$ cat src/rtl/lmkbd_consts.svh
// lmkbd build constants
`ifndef LMKBD_CONSTS_SVH
`define LMKBD_CONSTS_SVH

// Queue holds 2**N key events
`define LMKBD_FIFO_DEPTH_LOG2 4

// System clocks with no PS/2 clock edge before a partial frame is dropped
`define LMKBD_RX_TIMEOUT 4000

// Flip-flops per PS/2 line synchronizer
`define LMKBD_SYNC_STAGES 2

`endif

$ cat src/rtl/lmkbd_pkg.sv
// lmkbd shared types
package lmkbd_pkg;

  // One key event, as queued for the host
  typedef struct packed {
    logic       up;    // Set on key release
    logic [7:0] code;  // Lisp Machine key code
  } lm_key_event_t;

  // Prefix tracking in the control block
  typedef enum logic [2:0] {
    ST_IDLE,       // No prefix seen
    ST_EXT,        // After E0
    ST_BREAK,      // After F0
    ST_EXT_BREAK,  // After E0 and F0, either order
    ST_LOOKUP      // ROM address valid, result pending
  } lmkbd_state_t;

  // Classes of received PS/2 bytes
  typedef enum logic [1:0] {
    KIND_EXT,    // E0
    KIND_BREAK,  // F0
    KIND_E1,     // Pause prefix
    KIND_CODE    // Anything else
  } ps2_byte_kind_t;

endpackage

$ cat src/rtl/ps2_rx.sv
// PS/2 frame receiver
`timescale 1ns/1ps
`include "lmkbd_consts.svh"

module ps2_rx (
  input  logic       clk,
  input  logic       rst,
  input  logic       ps2_clk,
  input  logic       ps2_data,
  output logic [7:0] rx_byte,
  output logic       rx_strobe,
  output logic       rx_error
);

  localparam int SYNC_STAGES = `LMKBD_SYNC_STAGES;
  localparam int TIMEOUT     = `LMKBD_RX_TIMEOUT;
  localparam int TO_W        = $clog2(TIMEOUT + 1);

  logic [SYNC_STAGES-1:0] clk_sync;
  logic [SYNC_STAGES-1:0] data_sync;
  logic                   clk_prev;   // Synchronized clock, one cycle back
  logic                   clk_fall;
  logic                   data_bit;
  logic [3:0]             bit_cnt;    // Bits taken in this frame
  logic [9:0]             shift_q;    // Start, data, parity; LSB first
  logic [10:0]            frame;
  logic                   frame_ok;
  logic [TO_W-1:0]        idle_cnt;

  // Both lines idle high
  always_ff @(posedge clk) begin
    if (rst) begin
      clk_sync  <= '1;
      data_sync <= '1;
      clk_prev  <= 1'b1;
    end else begin
      clk_sync  <= {clk_sync[SYNC_STAGES-2:0], ps2_clk};
      data_sync <= {data_sync[SYNC_STAGES-2:0], ps2_data};
      clk_prev  <= clk_sync[SYNC_STAGES-1];
    end
  end

  assign clk_fall = clk_prev & ~clk_sync[SYNC_STAGES-1];
  assign data_bit = data_sync[SYNC_STAGES-1];

  // Full frame as of the stop-bit edge
  assign frame    = {data_bit, shift_q};
  assign frame_ok = ~frame[0] & frame[10] & (^frame[9:1]); // Start 0, stop 1, odd parity

  always_ff @(posedge clk) begin
    if (rst) begin
      bit_cnt   <= '0;
      idle_cnt  <= '0;
      rx_strobe <= 1'b0;
      rx_error  <= 1'b0;
    end else begin
      rx_strobe <= 1'b0;
      rx_error  <= 1'b0;
      if (clk_fall) begin
        idle_cnt <= '0;
        if (bit_cnt == 4'd10) begin // Stop bit
          bit_cnt   <= '0;
          rx_strobe <= frame_ok;
          rx_error  <= ~frame_ok;
        end else begin
          bit_cnt <= bit_cnt + 4'd1;
        end
      end else if (bit_cnt != 4'd0) begin
        if (idle_cnt == TO_W'(TIMEOUT - 1)) begin // Keyboard went quiet mid-frame
          bit_cnt  <= '0;
          idle_cnt <= '0;
        end else begin
          idle_cnt <= idle_cnt + TO_W'(1);
        end
      end
    end
  end

  // Frame bits and received byte
  always_ff @(posedge clk) begin
    if (clk_fall) begin
      shift_q <= {data_bit, shift_q[9:1]};
      if (bit_cnt == 4'd10) begin
        rx_byte <= frame[8:1];
      end
    end
  end

endmodule

$ cat src/rtl/scancode_rom.sv
// PS/2 to Lisp Machine key map
`timescale 1ns/1ps

module scancode_rom (
  input  logic [8:0] addr,  // Bit 8 set for E0 codes
  output logic [7:0] data
);

  // Special keys
  localparam logic [7:0] LM_K_BREAK        = 8'o167;
  localparam logic [7:0] LM_K_CLEAR_INPUT  = 8'o110;
  localparam logic [7:0] LM_K_CALL         = 8'o107;
  localparam logic [7:0] LM_K_TERMINAL     = 8'o040;
  localparam logic [7:0] LM_K_HELP         = 8'o116;
  localparam logic [7:0] LM_K_RUBOUT       = 8'o023;
  localparam logic [7:0] LM_K_OVERSTRIKE   = 8'o160;
  localparam logic [7:0] LM_K_TAB          = 8'o022;
  localparam logic [7:0] LM_K_CLEAR_SCREEN = 8'o050;
  localparam logic [7:0] LM_K_RETURN       = 8'o136;
  localparam logic [7:0] LM_K_ABORT        = 8'o067;
  localparam logic [7:0] LM_K_RESUME       = 8'o047;
  localparam logic [7:0] LM_K_END          = 8'o156;
  localparam logic [7:0] LM_K_HAND_UP      = 8'o106;
  localparam logic [7:0] LM_K_HAND_DOWN    = 8'o176;
  localparam logic [7:0] LM_K_HAND_LEFT    = 8'o117;
  localparam logic [7:0] LM_K_HAND_RIGHT   = 8'o017;
  localparam logic [7:0] LM_K_SYSTEM       = 8'o141;
  localparam logic [7:0] LM_K_NETWORK      = 8'o042;

  // Shift keys
  localparam logic [7:0] LM_SH_LEFT_SHIFT    = 8'o024;
  localparam logic [7:0] LM_SH_RIGHT_SHIFT   = 8'o025;
  localparam logic [7:0] LM_SH_LEFT_TOP      = 8'o104;
  localparam logic [7:0] LM_SH_RIGHT_TOP     = 8'o155;
  localparam logic [7:0] LM_SH_LEFT_CONTROL  = 8'o020;
  localparam logic [7:0] LM_SH_RIGHT_CONTROL = 8'o026;
  localparam logic [7:0] LM_SH_LEFT_META     = 8'o045;
  localparam logic [7:0] LM_SH_RIGHT_META    = 8'o165;
  localparam logic [7:0] LM_SH_CAPSLOCK      = 8'o125;

  always_comb begin
    case (addr)
      9'h012: data = LM_SH_LEFT_SHIFT;
      9'h059: data = LM_SH_RIGHT_SHIFT;
      9'h11f: data = LM_SH_LEFT_TOP;      // Left GUI
      9'h127: data = LM_SH_RIGHT_TOP;     // Right GUI
      9'h014: data = LM_SH_LEFT_CONTROL;
      9'h114: data = LM_SH_RIGHT_CONTROL;
      9'h011: data = LM_SH_LEFT_META;     // Left Alt
      9'h111: data = LM_SH_RIGHT_META;    // Right Alt
      9'h058: data = LM_SH_CAPSLOCK;
      9'h005: data = LM_K_TERMINAL;       // F1
      9'h006: data = LM_K_SYSTEM;         // F2
      9'h004: data = LM_K_NETWORK;        // F3
      9'h00c: data = LM_K_ABORT;          // F4
      9'h003: data = LM_K_CLEAR_INPUT;    // F5
      9'h00b: data = LM_K_HELP;           // F6
      9'h083: data = LM_K_CLEAR_SCREEN;   // F7
      9'h007: data = LM_K_BREAK;          // F12
      9'h16c: data = LM_K_CALL;           // Home
      9'h169: data = LM_K_END;
      9'h17d: data = LM_K_BREAK;          // Page Up
      9'h17a: data = LM_K_RESUME;         // Page Down
      9'h170: data = LM_K_ABORT;          // Insert
      9'h171: data = LM_K_OVERSTRIKE;     // Delete
      9'h076: data = LM_K_TERMINAL;       // Esc
      9'h175: data = LM_K_HAND_UP;        // Arrow keys
      9'h172: data = LM_K_HAND_DOWN;
      9'h16b: data = LM_K_HAND_LEFT;
      9'h174: data = LM_K_HAND_RIGHT;
      9'h066: data = LM_K_RUBOUT;         // Backspace
      9'h05a: data = LM_K_RETURN;         // Enter
      9'h00d: data = LM_K_TAB;
      9'h01c: data = 8'o123;              // Letters A to Z
      9'h032: data = 8'o114;
      9'h021: data = 8'o164;
      9'h023: data = 8'o163;
      9'h024: data = 8'o162;
      9'h02b: data = 8'o013;
      9'h034: data = 8'o113;
      9'h033: data = 8'o053;
      9'h043: data = 8'o032;
      9'h03b: data = 8'o153;
      9'h042: data = 8'o033;
      9'h04b: data = 8'o073;
      9'h03a: data = 8'o154;
      9'h031: data = 8'o054;
      9'h044: data = 8'o072;
      9'h04d: data = 8'o172;
      9'h015: data = 8'o122;
      9'h02d: data = 8'o012;
      9'h01b: data = 8'o063;
      9'h02c: data = 8'o112;
      9'h03c: data = 8'o152;
      9'h02a: data = 8'o014;
      9'h01d: data = 8'o062;
      9'h022: data = 8'o064;
      9'h035: data = 8'o052;
      9'h01a: data = 8'o124;
      9'h045: data = 8'o171;              // Digits 0 to 9
      9'h016: data = 8'o121;
      9'h01e: data = 8'o061;
      9'h026: data = 8'o161;
      9'h025: data = 8'o011;
      9'h02e: data = 8'o111;
      9'h036: data = 8'o051;
      9'h03d: data = 8'o151;
      9'h03e: data = 8'o031;
      9'h046: data = 8'o071;
      9'h00e: data = 8'o077;              // Grave accent
      9'h04e: data = 8'o131;              // Minus
      9'h055: data = 8'o126;              // Equals
      9'h05d: data = 8'o037;              // Backslash
      9'h054: data = 8'o132;              // Left bracket
      9'h05b: data = 8'o137;              // Right bracket
      9'h04c: data = 8'o173;              // Semicolon
      9'h052: data = 8'o133;              // Apostrophe
      9'h041: data = 8'o034;              // Comma
      9'h049: data = 8'o074;              // Period
      9'h04a: data = 8'o174;              // Slash
      9'h029: data = 8'o134;              // Space
      default: data = 8'o000;             // Unmapped, dropped upstream
    endcase
  end

endmodule

$ cat src/rtl/lmkbd_ctrl.sv
// Scancode prefix state machine
`timescale 1ns/1ps

module lmkbd_ctrl (
  input  logic                     clk,
  input  logic                     rst,
  input  logic [7:0]               rx_byte,
  input  logic                     rx_strobe,
  output logic [8:0]               rom_addr,
  input  logic [7:0]               rom_data,
  output logic                     push,
  output lmkbd_pkg::lm_key_event_t push_event
);

  import lmkbd_pkg::*;

  lmkbd_state_t   state;
  ps2_byte_kind_t kind;
  logic           ext_seen;
  logic           brk_seen;
  logic           code_in;
  logic           up_q;      // Release flag for the pending lookup

  always_comb begin
    case (rx_byte)
      8'he0:   kind = KIND_EXT;
      8'hf0:   kind = KIND_BREAK;
      8'he1:   kind = KIND_E1;
      default: kind = KIND_CODE;
    endcase
  end

  assign ext_seen = (state == ST_EXT) || (state == ST_EXT_BREAK);
  assign brk_seen = (state == ST_BREAK) || (state == ST_EXT_BREAK);
  assign code_in  = rx_strobe && (kind == KIND_CODE) && (state != ST_LOOKUP);

  always_ff @(posedge clk) begin
    if (rst) begin
      state <= ST_IDLE;
      push  <= 1'b0;
    end else begin
      push <= 1'b0;
      case (state)
        ST_LOOKUP: begin
          push  <= (rom_data != 8'h00); // Code zero means unmapped
          state <= ST_IDLE;
        end
        ST_IDLE, ST_EXT, ST_BREAK, ST_EXT_BREAK: begin
          if (rx_strobe) begin
            case (kind)
              KIND_EXT:   state <= brk_seen ? ST_EXT_BREAK : ST_EXT;
              KIND_BREAK: state <= ext_seen ? ST_EXT_BREAK : ST_BREAK;
              KIND_E1:    state <= ST_IDLE;  // Pause sequence, forget prefixes
              KIND_CODE:  state <= ST_LOOKUP;
              default:    state <= ST_IDLE;
            endcase
          end
        end
        default: state <= ST_IDLE;
      endcase
    end
  end

  // ROM address and event fields
  always_ff @(posedge clk) begin
    if (code_in) begin
      rom_addr <= {ext_seen, rx_byte};
      up_q     <= brk_seen;
    end
    if (state == ST_LOOKUP) begin
      push_event.up   <= up_q;
      push_event.code <= rom_data;
    end
  end

endmodule

$ cat src/rtl/key_event_fifo.sv
// Key event queue
`timescale 1ns/1ps

module key_event_fifo #(
  parameter int DEPTH_LOG2 = 4
) (
  input  logic                     clk,
  input  logic                     rst,
  input  logic                     push,
  input  lmkbd_pkg::lm_key_event_t push_event,
  input  logic                     pop,
  output lmkbd_pkg::lm_key_event_t ev,
  output logic                     ev_valid,
  output logic                     overflow
);

  import lmkbd_pkg::*;

  localparam int DEPTH = 1 << DEPTH_LOG2;

  lm_key_event_t         mem [DEPTH];
  logic [DEPTH_LOG2-1:0] wr_ptr;
  logic [DEPTH_LOG2-1:0] rd_ptr;
  logic [DEPTH_LOG2:0]   count;
  logic                  full;
  logic                  do_push;
  logic                  do_pop;

  assign full     = count[DEPTH_LOG2];         // Count reaches DEPTH only when full
  assign do_pop   = pop && (count != '0);      // Pop on empty is ignored
  assign do_push  = push && (!full || do_pop); // Full queue still takes push with pop
  assign ev       = mem[rd_ptr];
  assign ev_valid = (count != '0);

  always_ff @(posedge clk) begin
    if (rst) begin
      wr_ptr   <= '0;
      rd_ptr   <= '0;
      count    <= '0;
      overflow <= 1'b0;
    end else begin
      overflow <= push && full && !do_pop; // Incoming event lost
      if (do_push) wr_ptr <= wr_ptr + 1'b1;
      if (do_pop) rd_ptr <= rd_ptr + 1'b1;
      case ({do_push, do_pop})
        2'b10:   count <= count + 1'b1;
        2'b01:   count <= count - 1'b1;
        default: count <= count;
      endcase
    end
  end

  always_ff @(posedge clk) begin
    if (do_push) begin
      mem[wr_ptr] <= push_event;
    end
  end

endmodule

$ cat src/rtl/lmkbd_top.sv
// PS/2 to Lisp Machine keyboard top
`timescale 1ns/1ps
`include "lmkbd_consts.svh"

module lmkbd_top (
  input  logic                     clk,
  input  logic                     rst,
  input  logic                     ps2_clk,   // Asynchronous
  input  logic                     ps2_data,  // Asynchronous
  input  logic                     pop,
  output lmkbd_pkg::lm_key_event_t ev,
  output logic                     ev_valid,
  output logic                     rx_error,
  output logic                     overflow
);

  import lmkbd_pkg::*;

  logic [7:0]    rx_byte;
  logic          rx_strobe;
  logic [8:0]    rom_addr;
  logic [7:0]    rom_data;
  logic          push;
  lm_key_event_t push_event;

  ps2_rx i_rx (
    .clk       (clk),
    .rst       (rst),
    .ps2_clk   (ps2_clk),
    .ps2_data  (ps2_data),
    .rx_byte   (rx_byte),
    .rx_strobe (rx_strobe),
    .rx_error  (rx_error)
  );

  lmkbd_ctrl i_ctrl (
    .clk        (clk),
    .rst        (rst),
    .rx_byte    (rx_byte),
    .rx_strobe  (rx_strobe),
    .rom_addr   (rom_addr),
    .rom_data   (rom_data),
    .push       (push),
    .push_event (push_event)
  );

  scancode_rom i_rom (
    .addr (rom_addr),
    .data (rom_data)
  );

  key_event_fifo #(
    .DEPTH_LOG2 (`LMKBD_FIFO_DEPTH_LOG2)
  ) i_fifo (
    .clk        (clk),
    .rst        (rst),
    .push       (push),
    .push_event (push_event),
    .pop        (pop),
    .ev         (ev),
    .ev_valid   (ev_valid),
    .overflow   (overflow)
  );

endmodule

$ cat config.mk
export PLATFORM = sky130hd
export DESIGN_NAME = lmkbd_top
export DESIGN_NICKNAME = d
export VERILOG_FILES = /design/src/rtl/lmkbd_pkg.sv /design/src/rtl/ps2_rx.sv /design/src/rtl/scancode_rom.sv /design/src/rtl/lmkbd_ctrl.sv /design/src/rtl/key_event_fifo.sv /design/src/rtl/lmkbd_top.sv
export VERILOG_INCLUDE_DIRS = /design/src /design/src/rtl
export SDC_FILE = /design/constraint.sdc
export NUM_CORES = 1
export LEC_CHECK = 0
export ABC_AREA = 1
export BUFFER_PORTS_ARGS = -buffer_cell sky130_fd_sc_hd__buf_2
export CAP_MARGIN = 20
export CORE_ASPECT_RATIO = 1.75
export CORE_MARGIN = 4
export CORE_UTILIZATION = 68
export CTS_CLUSTER_DIAMETER = 50
export CTS_CLUSTER_SIZE = 40
export DETAILED_ROUTE_END_ITERATION = 8
export PLACE_DENSITY = 0.85
export SYNTH_ARGS = -nofsm -noshare
export SYNTH_HDL_FRONTEND = slang
export SYNTH_SLANG_ARGS = --single-unit
$ cat constraint.sdc
create_clock -name clk -period 3.7 [get_ports clk]
set_input_delay 0.74 -clock clk [delete_from_list [all_inputs] [get_ports clk]]
set_output_delay 0.74 -clock clk [all_outputs]
set_load 0.05 [all_outputs]
==> After elaboration in Yosys (flattened, before gate mapping) <==
Memory sizes are Yosys's and may differ from the RTL's. A register that Yosys moved wholly into a read port is not among the register bits.
Index checks and enable logic that the tools add are counted.
{ "totals": {"out_inout_bits": 12, "elab_cells": 175, "regBits": 78, "ramBits": 144, "memories": 1} }
{ "classes": {"n_bitwise": 10, "muxes": 15, "reduce_logical": 30, "n_eq_ne": 94, "n_addsub": 6} }
{ "mem_list": {"columns": ["name", "words", "width", "read_ports", "rd_clocked_by_memory_dff", "write_ports", "line", "text"], "rows": [
  ["i_fifo.mem", 16, 9, 1, 1, 1, "key_event_fifo.sv:21", "lm_key_event_t mem [DEPTH];"]
]} }
{ "ops": {"columns": ["operator", "n"], "rows": [
  ["case mux 7 bit (76 select lines)", 1],
  ["== test 9 x 6 -> 1 bit (second input constant)", 23],
  ["== test 9 x 7 -> 1 bit (second input constant)", 22],
  ["== test 9 bit (second input constant)", 14],
  ["== test 9 x 5 -> 1 bit (second input constant)", 10],
  ["== test 9 x 3 -> 1 bit (second input constant)", 4],
  ["== test 9 x 4 -> 1 bit (second input constant)", 4],
  ["== test 8 bit (second input constant)", 3],
  ["2-to-1 mux 4 bit", 6],
  ["adder 12 x 1 -> 12 bit (second input constant)", 1],
  ["adder 4 x 1 -> 4 bit (second input constant)", 3],
  ["== test 12 bit (second input constant)", 1],
  ["2-to-1 mux 12 bit", 1],
  ["case mux 3 bit (4 select lines)", 1],
  ["OR reduction 2 bit", 6],
  ["case mux 5 bit (2 select lines)", 1],
  ["== test 9 x 2 -> 1 bit (second input constant)", 1],
  ["== test 9 x 8 -> 1 bit (second input constant)", 1],
  ["parity 9 bit", 1],
  ["nonzero test 8 bit", 1],
  ["NOT 1 bit", 7],
  ["== test 2 bit (second input constant)", 3],
  ["== test 3 x 2 -> 1 bit (second input constant)", 2],
  ["logical AND 1 bit", 6],
  ["21 further kinds", 32]
]} }

==> Longest topological paths before layout <==
Gate-level depths: netlist of run 1.
{ "logic_depth": {"word_depth": 6, "mapped_depth": 13, "mapped_depth_nobuf": 13} }

==> Hierarchy <==
A second synthesis of run 1 with hierarchy kept.
{ "unflattened": {"hier_cells": 1211, "hier_area_um2": 11086.9} }
{ "by_module_without_submodules": {"columns": ["mod", "instances", "area_each_um2", "cells_each"], "rows": [
  ["key_event_fifo", 1, 6917.9, 597],
  ["ps2_rx", 1, 1747.9, 181],
  ["scancode_rom", 1, 1577.8, 374],
  ["lmkbd_ctrl", 1, 843.3, 59]
]} }

==> Least setup slack after synthesis of run 1 <==
No wires, ideal clock.
{ "synth_path": {"path_kind": "register -> register", "from": "reg i_fifo.count[2]", "to": "reg i_fifo.count[4]", "arrival_time_ns": 2.701, "setup_slack_ns": 0.876, "n_path_buf": 0, "synth_period_minus_slack_ns": 2.824, "path_stages_with_launch": 13, "setup_ns": 0.122, "path_cell_list": "dfxtp_1 nor3_1 nand3_1 nand2_1 nand2_1 nand2_1 ha_1 inv_1 fa_1 o211ai_1 o21ai_0 o21ai_0 a21oi_1"} }
{ "synth_between": {"elab_chain_cells": 6, "elab_cells_between_ends": 10, "classes_between": "add/sub: 2; eq/ne: 2; mux: 1; reduce/logical: 5"} }
{ "synth_lines": {"columns": ["item", "line", "text"], "rows": [
  ["start, declared", "key_event_fifo.sv:24", "logic [DEPTH_LOG2:0] count;"],
  ["start signal, assigned", "key_event_fifo.sv:46", "2'b10: count <= count + 1'b1;"],
  ["start signal, assigned", "key_event_fifo.sv:47", "2'b01: count <= count - 1'b1;"],
  ["start signal, assigned", "key_event_fifo.sv:48", "default: count <= count;"],
  ["nonzero test 5 bit (*)", null, null],
  ["named net ev_valid", "lmkbd_top.sv:12", "output logic ev_valid,"],
  ["logical AND 1 bit (*)", "key_event_fifo.sv:30", "assign do_pop = pop && (count != '0);"],
  ["logical OR 1 bit", "key_event_fifo.sv:31", "assign do_push = push && (!full || do_pop);"],
  ["logical AND 1 bit", "key_event_fifo.sv:31", null],
  ["== test 2 x 1 -> 1 bit or == test 2 bit (tied branches)", "key_event_fifo.sv:45", "case ({do_push, do_pop})"],
  ["case mux 5 bit (2 select lines) or nonzero test 2 bit (tied branches)", null, null]
]} }
The timed path passes the listed nets; every way through them passes the cells marked *.
A chain may end at the register's enable or synchronous reset.

==> results of run 1 <==
-- sequential cells by signal, summed over array words and instances (netlist names), 3 cells and up, named ones only --
name / flops
i_rx.idle_cnt: 12
i_rx.bit_cnt: 4
i_fifo.rd_ptr: 4
i_fifo.wr_ptr: 4
i_rx.shift_q: 10
i_fifo.count: 5
i_rx.rx_byte: 8
i_ctrl.push_event: 8
i_ctrl.state: 3
i_ctrl.rom_addr: 9
i_fifo.mem: 128
-- worst min path at each step --
stage                            to  cells past startpoint
2_1_floorplan      i_rx.clk_sync[1]                      1
3_3_place_gp       i_rx.clk_sync[1]                      1
3_5_place_dp       i_rx.clk_sync[1]                      1
4_1_cts        i_ctrl.push_event[8]                      0
5_1_grt        i_ctrl.push_event[8]                      0
6_report       i_ctrl.push_event[8]                      0
-- worst max-delay path, stage by stage (launching register included) --
cell	delay [ns]
dfxtp_4	0.72
buf_4	0.34
mux2i_1	0.24
o21ai_0	0.11
o211ai_1	0.25
nand2_1	0.08
buf_2	0.21
-- cells by family (layout without fill, tap and decap cells) --
family,count (synthesis),in the layout,synth area share
and+or+nand+nor,443,443,0.190
other,1,1,0.000381
buffers and inverters,136,148,0.0559
xor gates and xnor gates,11,11,0.00978
DFF,209,209,0.591
muxes,32,32,0.0325
adders and majority gates,14,14,0.0185
AOI/OAI and AO/OA,178,178,0.102
-- layout by cell type, fill, tap and decap left out, types with 3 or more instances in the layout --
| cell | netlist | final |
|---|---|---|
| nand3b_1 | 4 | 4 |
| nor3_1 | 24 | 24 |
| o211ai_1 | 36 | 36 |
| edfxtp_1 | 164 | 164 |
| nand3_1 | 65 | 65 |
| clkbuf_16 | 0 | 11 |
| dfxtp_1 | 45 | 44 |
| inv_1 | 103 | 103 |
| o21ai_0 | 68 | 68 |
| a21oi_1 | 66 | 66 |
| nand2_1 | 172 | 172 |
| or2_2 | 6 | 6 |
| xor2_1 | 4 | 4 |
| xnor2_1 | 7 | 7 |
| buf_2 | 5 | 15 |
| clkinv_16 | 0 | 3 |
| mux2i_1 | 32 | 32 |
| nand4_1 | 13 | 13 |
| buf_4 | 3 | 9 |
| nor2_1 | 150 | 150 |
| ha_1 | 13 | 13 |
-- layout make-up --
class / count / area, sq um
inverters: 106 / 398
clock inverters: 6 / 126
clock buffers: 11 / 275
well taps: 180 / 225
flip-flops and latches: 209 / 5830
fillers: 1005 / 3800
multi-input cells: 679 / 3480
repair buffers: 25 / 163
-- metrics by stage --
step                std cells  area, sq um  utilization  setup WS, ns  hold slack (ns)
global route             1216        10500        0.734         0.304            0.436
global placement         1199        10100        0.706         0.945            0.396
detailed placement       1199        10100        0.706         0.811            0.397
floorplan                1024         9850            -         0.876            0.389
CTS                      1216        10500        0.734         0.484            0.428
finish                   1216        10500        0.734         0.502            0.427
-- metal layers --
metal  vias to the layer above  track usage  share of wire
met2                       416        0.616           0.55
met3                       113       0.0333          0.058
met5                         -            0              0
met4                         0        0.194          0.068
li1                       3527            -              -
met1                      3579        0.356           0.33
-- power groups by stage --
stage | clock, W | sequential, W | combinational [W]
after global placement | 0 | 0.00271 | 0.00125
after CTS | 0.00144 | 0.00266 | 0.00131
after detailed placement | 0 | 0.00271 | 0.00130
final | 0.00143 | 0.00266 | 0.00132
after floorplan | 0 | 0.00263 | 0.00104
after global routing | 0.00153 | 0.00268 | 0.00143
==> impl_metrics.csv, run 1 <==
group,metric,value,unit
drt,num_vias,7635,
cts,cts-htree-levels,1,
synthesis,synthCells,1024,
timing,final-setup-viol-count,0,
floorplan,num_rows,58,
synthesis,syn-num-nets,1043,
drt,drtPass1Iterations,6,
synthesis,async_flop_share,0,
timing,tightest_slew,0.992,ns
power,switchingPower,0.00181,W
cts,tritoncts,"done",
setup_path,critPathLaunchType,"register",
setup_path,end_kind,"primary output",
setup_path,timing.rr.end,"i_ctrl.push_event[3]",
placement,port_buffers,15,
timing,min_period_over_period,0.864,
timing,timing.final.hold_violations,0,
setup_path,r2r-start,"i_ctrl.rom_addr[8]",
power,power.total,0.00541,W
final_layout,layout-drive-gt1-share,0.0550,
final_layout,area_delta_synth_final,6.50,%
global_route,grt-ovfl-total,0,
synthesis,syn_area,0.00985,sq mm
timing,maxSlewHeadroom,0.336,
timing,maxSlewViolCount,0,
floorplan,io-pin-count,17,
global_route,grt_pass1_wl,42.0,mm
placement,place_hpwl,19.6,mm
drt,routed_wl,26.9,mm
power,intPower,0.00360,W
cts,cts_buffers,11,
power,vdd_ir_drop_max,0.000592,V
setup_path,r2r_cells,7,
cts,clock_path_buffers,3,
cts,cts_resized,0,
job,max_cap_viol_count,0,
floorplan,die_w,99.0,microns
global_route,grt_pass1_vias,7681,
global_route,grt_max_degree,47,
synthesis,post_synth_num_cell_types,37,
run_status,status,"finished, final reports clean",
global_route,antenna_found_initial,0,
drt,routed_via_density,6.28,
drt,antenna_left,0,
timing,tns,0,ns
final_layout,fin_nets,1051,
synthesis,synth.most_common_cell,"nand2_1",
floorplan,fp.dieH,167,microns
cts,post_cts_buffers,0,
cts,clkTransAtPathRegs,0.13,ns
cts,cts_sinks,209,
drt,drc,0,
synthesis,synth_ff_type,"edfxtp_1",
setup_path,r2r_slack,0.96,ns
placement,gp_congestion,1.06,
cts,root_buffer,"clkbuf_16",
synthesis,avgSynthCellArea,9.62,sq um
synthesis,yosys-top-cells-area,"edfxtp_1, dfxtp_1, nand2_1, nor2_1, inv_1",
synthesis,synth-seq-cells,209,
worst_hold_path,min_from,"i_ctrl.up_q",
power,clockPowerShare,0.264,
power,seq_power_share,0.493,
synthesis,yosysTopAreaCell,"edfxtp_1",
setup_path,worst_ep_arrival_time,2.46,ns
power,p_per_area,516,mW/mm^2
floorplan,start_util,0.689,
setup_path,worstPathRequired,2.96,ns
power,combPwrFrac,0.243,
floorplan,core-area,0.0143,sq mm
synthesis,synth-edff-count,164,
worst_hold_path,hp-class,"register to register",
setup_path,crit_end,"ev[3]",
cts,insertion_delay,0.49,ns
synthesis,seq_area_frac_synth,0.591,
floorplan,die-area,0.0166,sq mm
setup_path,critPathKind,"register to primary output",
global_route,grt_util_all_layers,0.332,
synthesis,yosys-top-cells-count,"nand2_1, edfxtp_1, nor2_1",
timing,final.min_clock_period,3.20,ns
final_layout,diodes,0,
power,switching_share,0.335,
synthesis,netlist.area_leader.share,0.500,
drt,drtIter0Drc,586,
cts,cts_hold_buf,0,
synthesis,yosys_warnings,0,
timing,rsz0062_at_grt,"false",
drt,wl_per_cell,22.2,microns
timing,fmax,0.313,GHz
setup_path,path_max_fanout,46,
power,leakagePower,4.01,nW
timing,skew,0.0378,ns
Power figures use the tool's default switching activity.
==> run 2, diff against run 1 <==
--- a/config.mk
+++ b/config.mk
@@ -6,7 +6,6 @@
 export SDC_FILE = /design/constraint.sdc
 export NUM_CORES = 1
 export LEC_CHECK = 0
-export ABC_AREA = 1
 export BUFFER_PORTS_ARGS = -buffer_cell sky130_fd_sc_hd__buf_2
 export CAP_MARGIN = 20
 export CORE_ASPECT_RATIO = 1.75
@@ -19,3 +18,4 @@
 export SYNTH_ARGS = -nofsm -noshare
 export SYNTH_HDL_FRONTEND = slang
 export SYNTH_SLANG_ARGS = --single-unit
+export TNS_END_PERCENT = 5
==> impl_metrics.csv, run 2 <==
group,metric,value,unit
run_status,status,"finished, final reports clean",
final_layout,area_delta_synth_final,6.54,%
drt,routed_via_density,7.02,
timing,final-setup-viol-count,0,
drt,num_vias,6568,
placement,gp_congestion,1.03,
synthesis,yosys-top-cells-count,"edfxtp_1, nor2_1, dfxtp_1",
final_layout,fin_nets,769,
timing,tightest_slew,0.942,ns
final_layout,fillers,848,
cts,cts_buffers,12,
power,p_per_area,391,mW/mm^2
drt,drc,0,
placement,port_buffers,15,
final_layout,ff_latch_area,0.00583,sq mm
synthesis,seq_area_frac_synth,0.590,
global_route,grt_pass1_wl,39.1,mm
synthesis,async_flop_share,0,
timing,min_period_over_period,0.875,
final_layout,regMostFlops,"i_fifo.mem",
cts,clkTransAtPathRegs,0.13,ns
worst_hold_path,min_from,"ps2_clk",
timing,rsz0062_at_grt,"false",
cts,cts_sinks,209,
final_layout,layout_commonest_cell,"edfxtp_1",
floorplan,start_util,0.690,
final_layout,fin_area,0.0105,sq mm
placement,place_hpwl,17.9,mm
drt,routed_wl,25.3,mm
floorplan,io-pin-count,17,
cts,cts-htree-levels,1,
drt,drtPass1Iterations,7,
job,max_cap_viol_count,0,
setup_path,end_kind,"primary output",
synthesis,netlist.area_leader.share,0.499,
drt,antenna_left,0,
cts,cts_resized,0,
synthesis,synth-edff-count,164,
cts,clock_path_buffers,3,
cts,tritoncts,"done",
synthesis,yosys-top-cells-area,"edfxtp_1, dfxtp_1, mux4_2, nor2_1, ha_1",
setup_path,critPathLaunchType,"register",
setup_path,critPathKind,"register to primary output",
final_layout,fin_util,0.735,
drt,drtIter0Drc,608,
floorplan,die-area,0.0166,sq mm
setup_path,path_max_fanout,32,
timing,timing.final.hold_violations,0,
final_layout,multi_input_area,0.00367,sq mm
global_route,antenna_found_initial,0,
final_layout,largest_reg_flops,128,
floorplan,core-area,0.0143,sq mm
synthesis,syn-num-nets,771,
timing,final.min_clock_period,3.24,ns
cts,cts_hold_buf,0,
synthesis,avgSynthCellArea,13.1,sq um
global_route,grt_util_all_layers,0.310,
floorplan,num_rows,58,
timing,tns,0,ns
drt,wl_per_cell,27.0,microns
timing,skew,0.0434,ns
floorplan,die_w,99.1,microns
setup_path,r2r-start,"i_ctrl.rom_addr[1]",
cts,root_buffer,"clkbuf_16",
final_layout,reg.largest.list,"i_fifo.mem: 128 flops, i_rx.idle_cnt: 12 flops, i_rx.shift_q: 10 flops",
timing,maxSlewHeadroom,0.369,
global_route,grt_pass1_vias,6758,
floorplan,fp.dieH,167,microns
synthesis,yosysTopAreaCell,"edfxtp_1",
synthesis,yosys_warnings,0,
synthesis,syn_area,0.00987,sq mm
synthesis,synth_ff_type,"edfxtp_1",
synthesis,post_synth_num_cell_types,80,
synthesis,synthCells,752,
global_route,grt_max_degree,41,
placement,dpl_cell_area,0.0100,sq mm
power,leakagePower,3.43,nW
timing,maxSlewViolCount,0,
power,vdd_ir_drop_max,0.000579,V
setup_path,worstPathRequired,2.96,ns
synthesis,synth.most_common_cell,"edfxtp_1",
final_layout,layout-drive-gt1-share,0.156,
cts,post_cts_buffers,0,
final_layout,final_cell_mix,"edfxtp_1, nor2_1, dfxtp_1",
global_route,grt-ovfl-total,0,
worst_hold_path,hp-class,"input pin to register",
synthesis,synth-seq-cells,209,
timing,fmax,0.309,GHz
final_layout,diodes,0,
setup_path,worst_ep_arrival_time,2.50,ns
cts,insertion_delay,0.51,ns
## run 2: where the power goes
group,switching [W],internal (W)
Combinational,0.0000232,0.0000129
Sequential,0.00000467,0.00250
Clock,0.000877,0.000690
## run 2: cell type report
cell class                      instances  area share
Multi-Input combinational cell        470       0.349
Clock inverter                          8      0.0163
Sequential cell                       209       0.554
Timing Repair Buffer                   36      0.0233
Tap cell                              180      0.0214
Inverter                               21     0.00750
Clock buffer                           12      0.0286
## run 2: critical path: stages (launching register included)
cell and delay (ns):
dfxtp_2 0.36, buf_12 0.24, mux4_2 0.58, mux4_2 0.51, buf_2 0.24
## run 2: kinds of logic (layout without fill, tap and decap cells)
group           after synthesis  after routing  share of synthesized area
compound gates              103            103                     0.0691
fa+ha+maj                    14             14                     0.0185
other cells                   1              1                   0.000380
buf+inv                      73             77                     0.0382
xor+xnor                     32             32                     0.0284
simple gates                275            275                      0.159
mux                          45             45                     0.0964
flops                       209            209                      0.590
## run 2: worst paths after layout
kind,end,cells past startpoint,slack [ns]
worst max-delay path,ev[5],4,0.46
worst min-delay path,i_rx.clk_sync[0],2,0.42
worst max register to register,i_ctrl.push_event[3],7,0.69
worst min register to register,i_rx.clk_sync[1],1,0.42
## run 2: metal layers
metal,part of all wire,global-route usage
met1,0.33,0.350
met2,0.55,0.579
met3,0.061,0.0242
met4,0.059,0.152
met5,0,0
## run 2: metrics by stage
stage / worst slack [ns] / hold WS [ns] / std cells / total power [W]
after floorplan: 0.756 / 0.389 / 752 / 0.00259
after global placement: 0.579 / 0.392 / 916 / 0.00259
after detailed placement: 0.380 / 0.396 / 916 / 0.00260
after CTS: 0.458 / 0.413 / 936 / 0.00412
after global routing: 0.406 / 0.422 / 936 / 0.00424
final: 0.461 / 0.418 / 936 / 0.00411
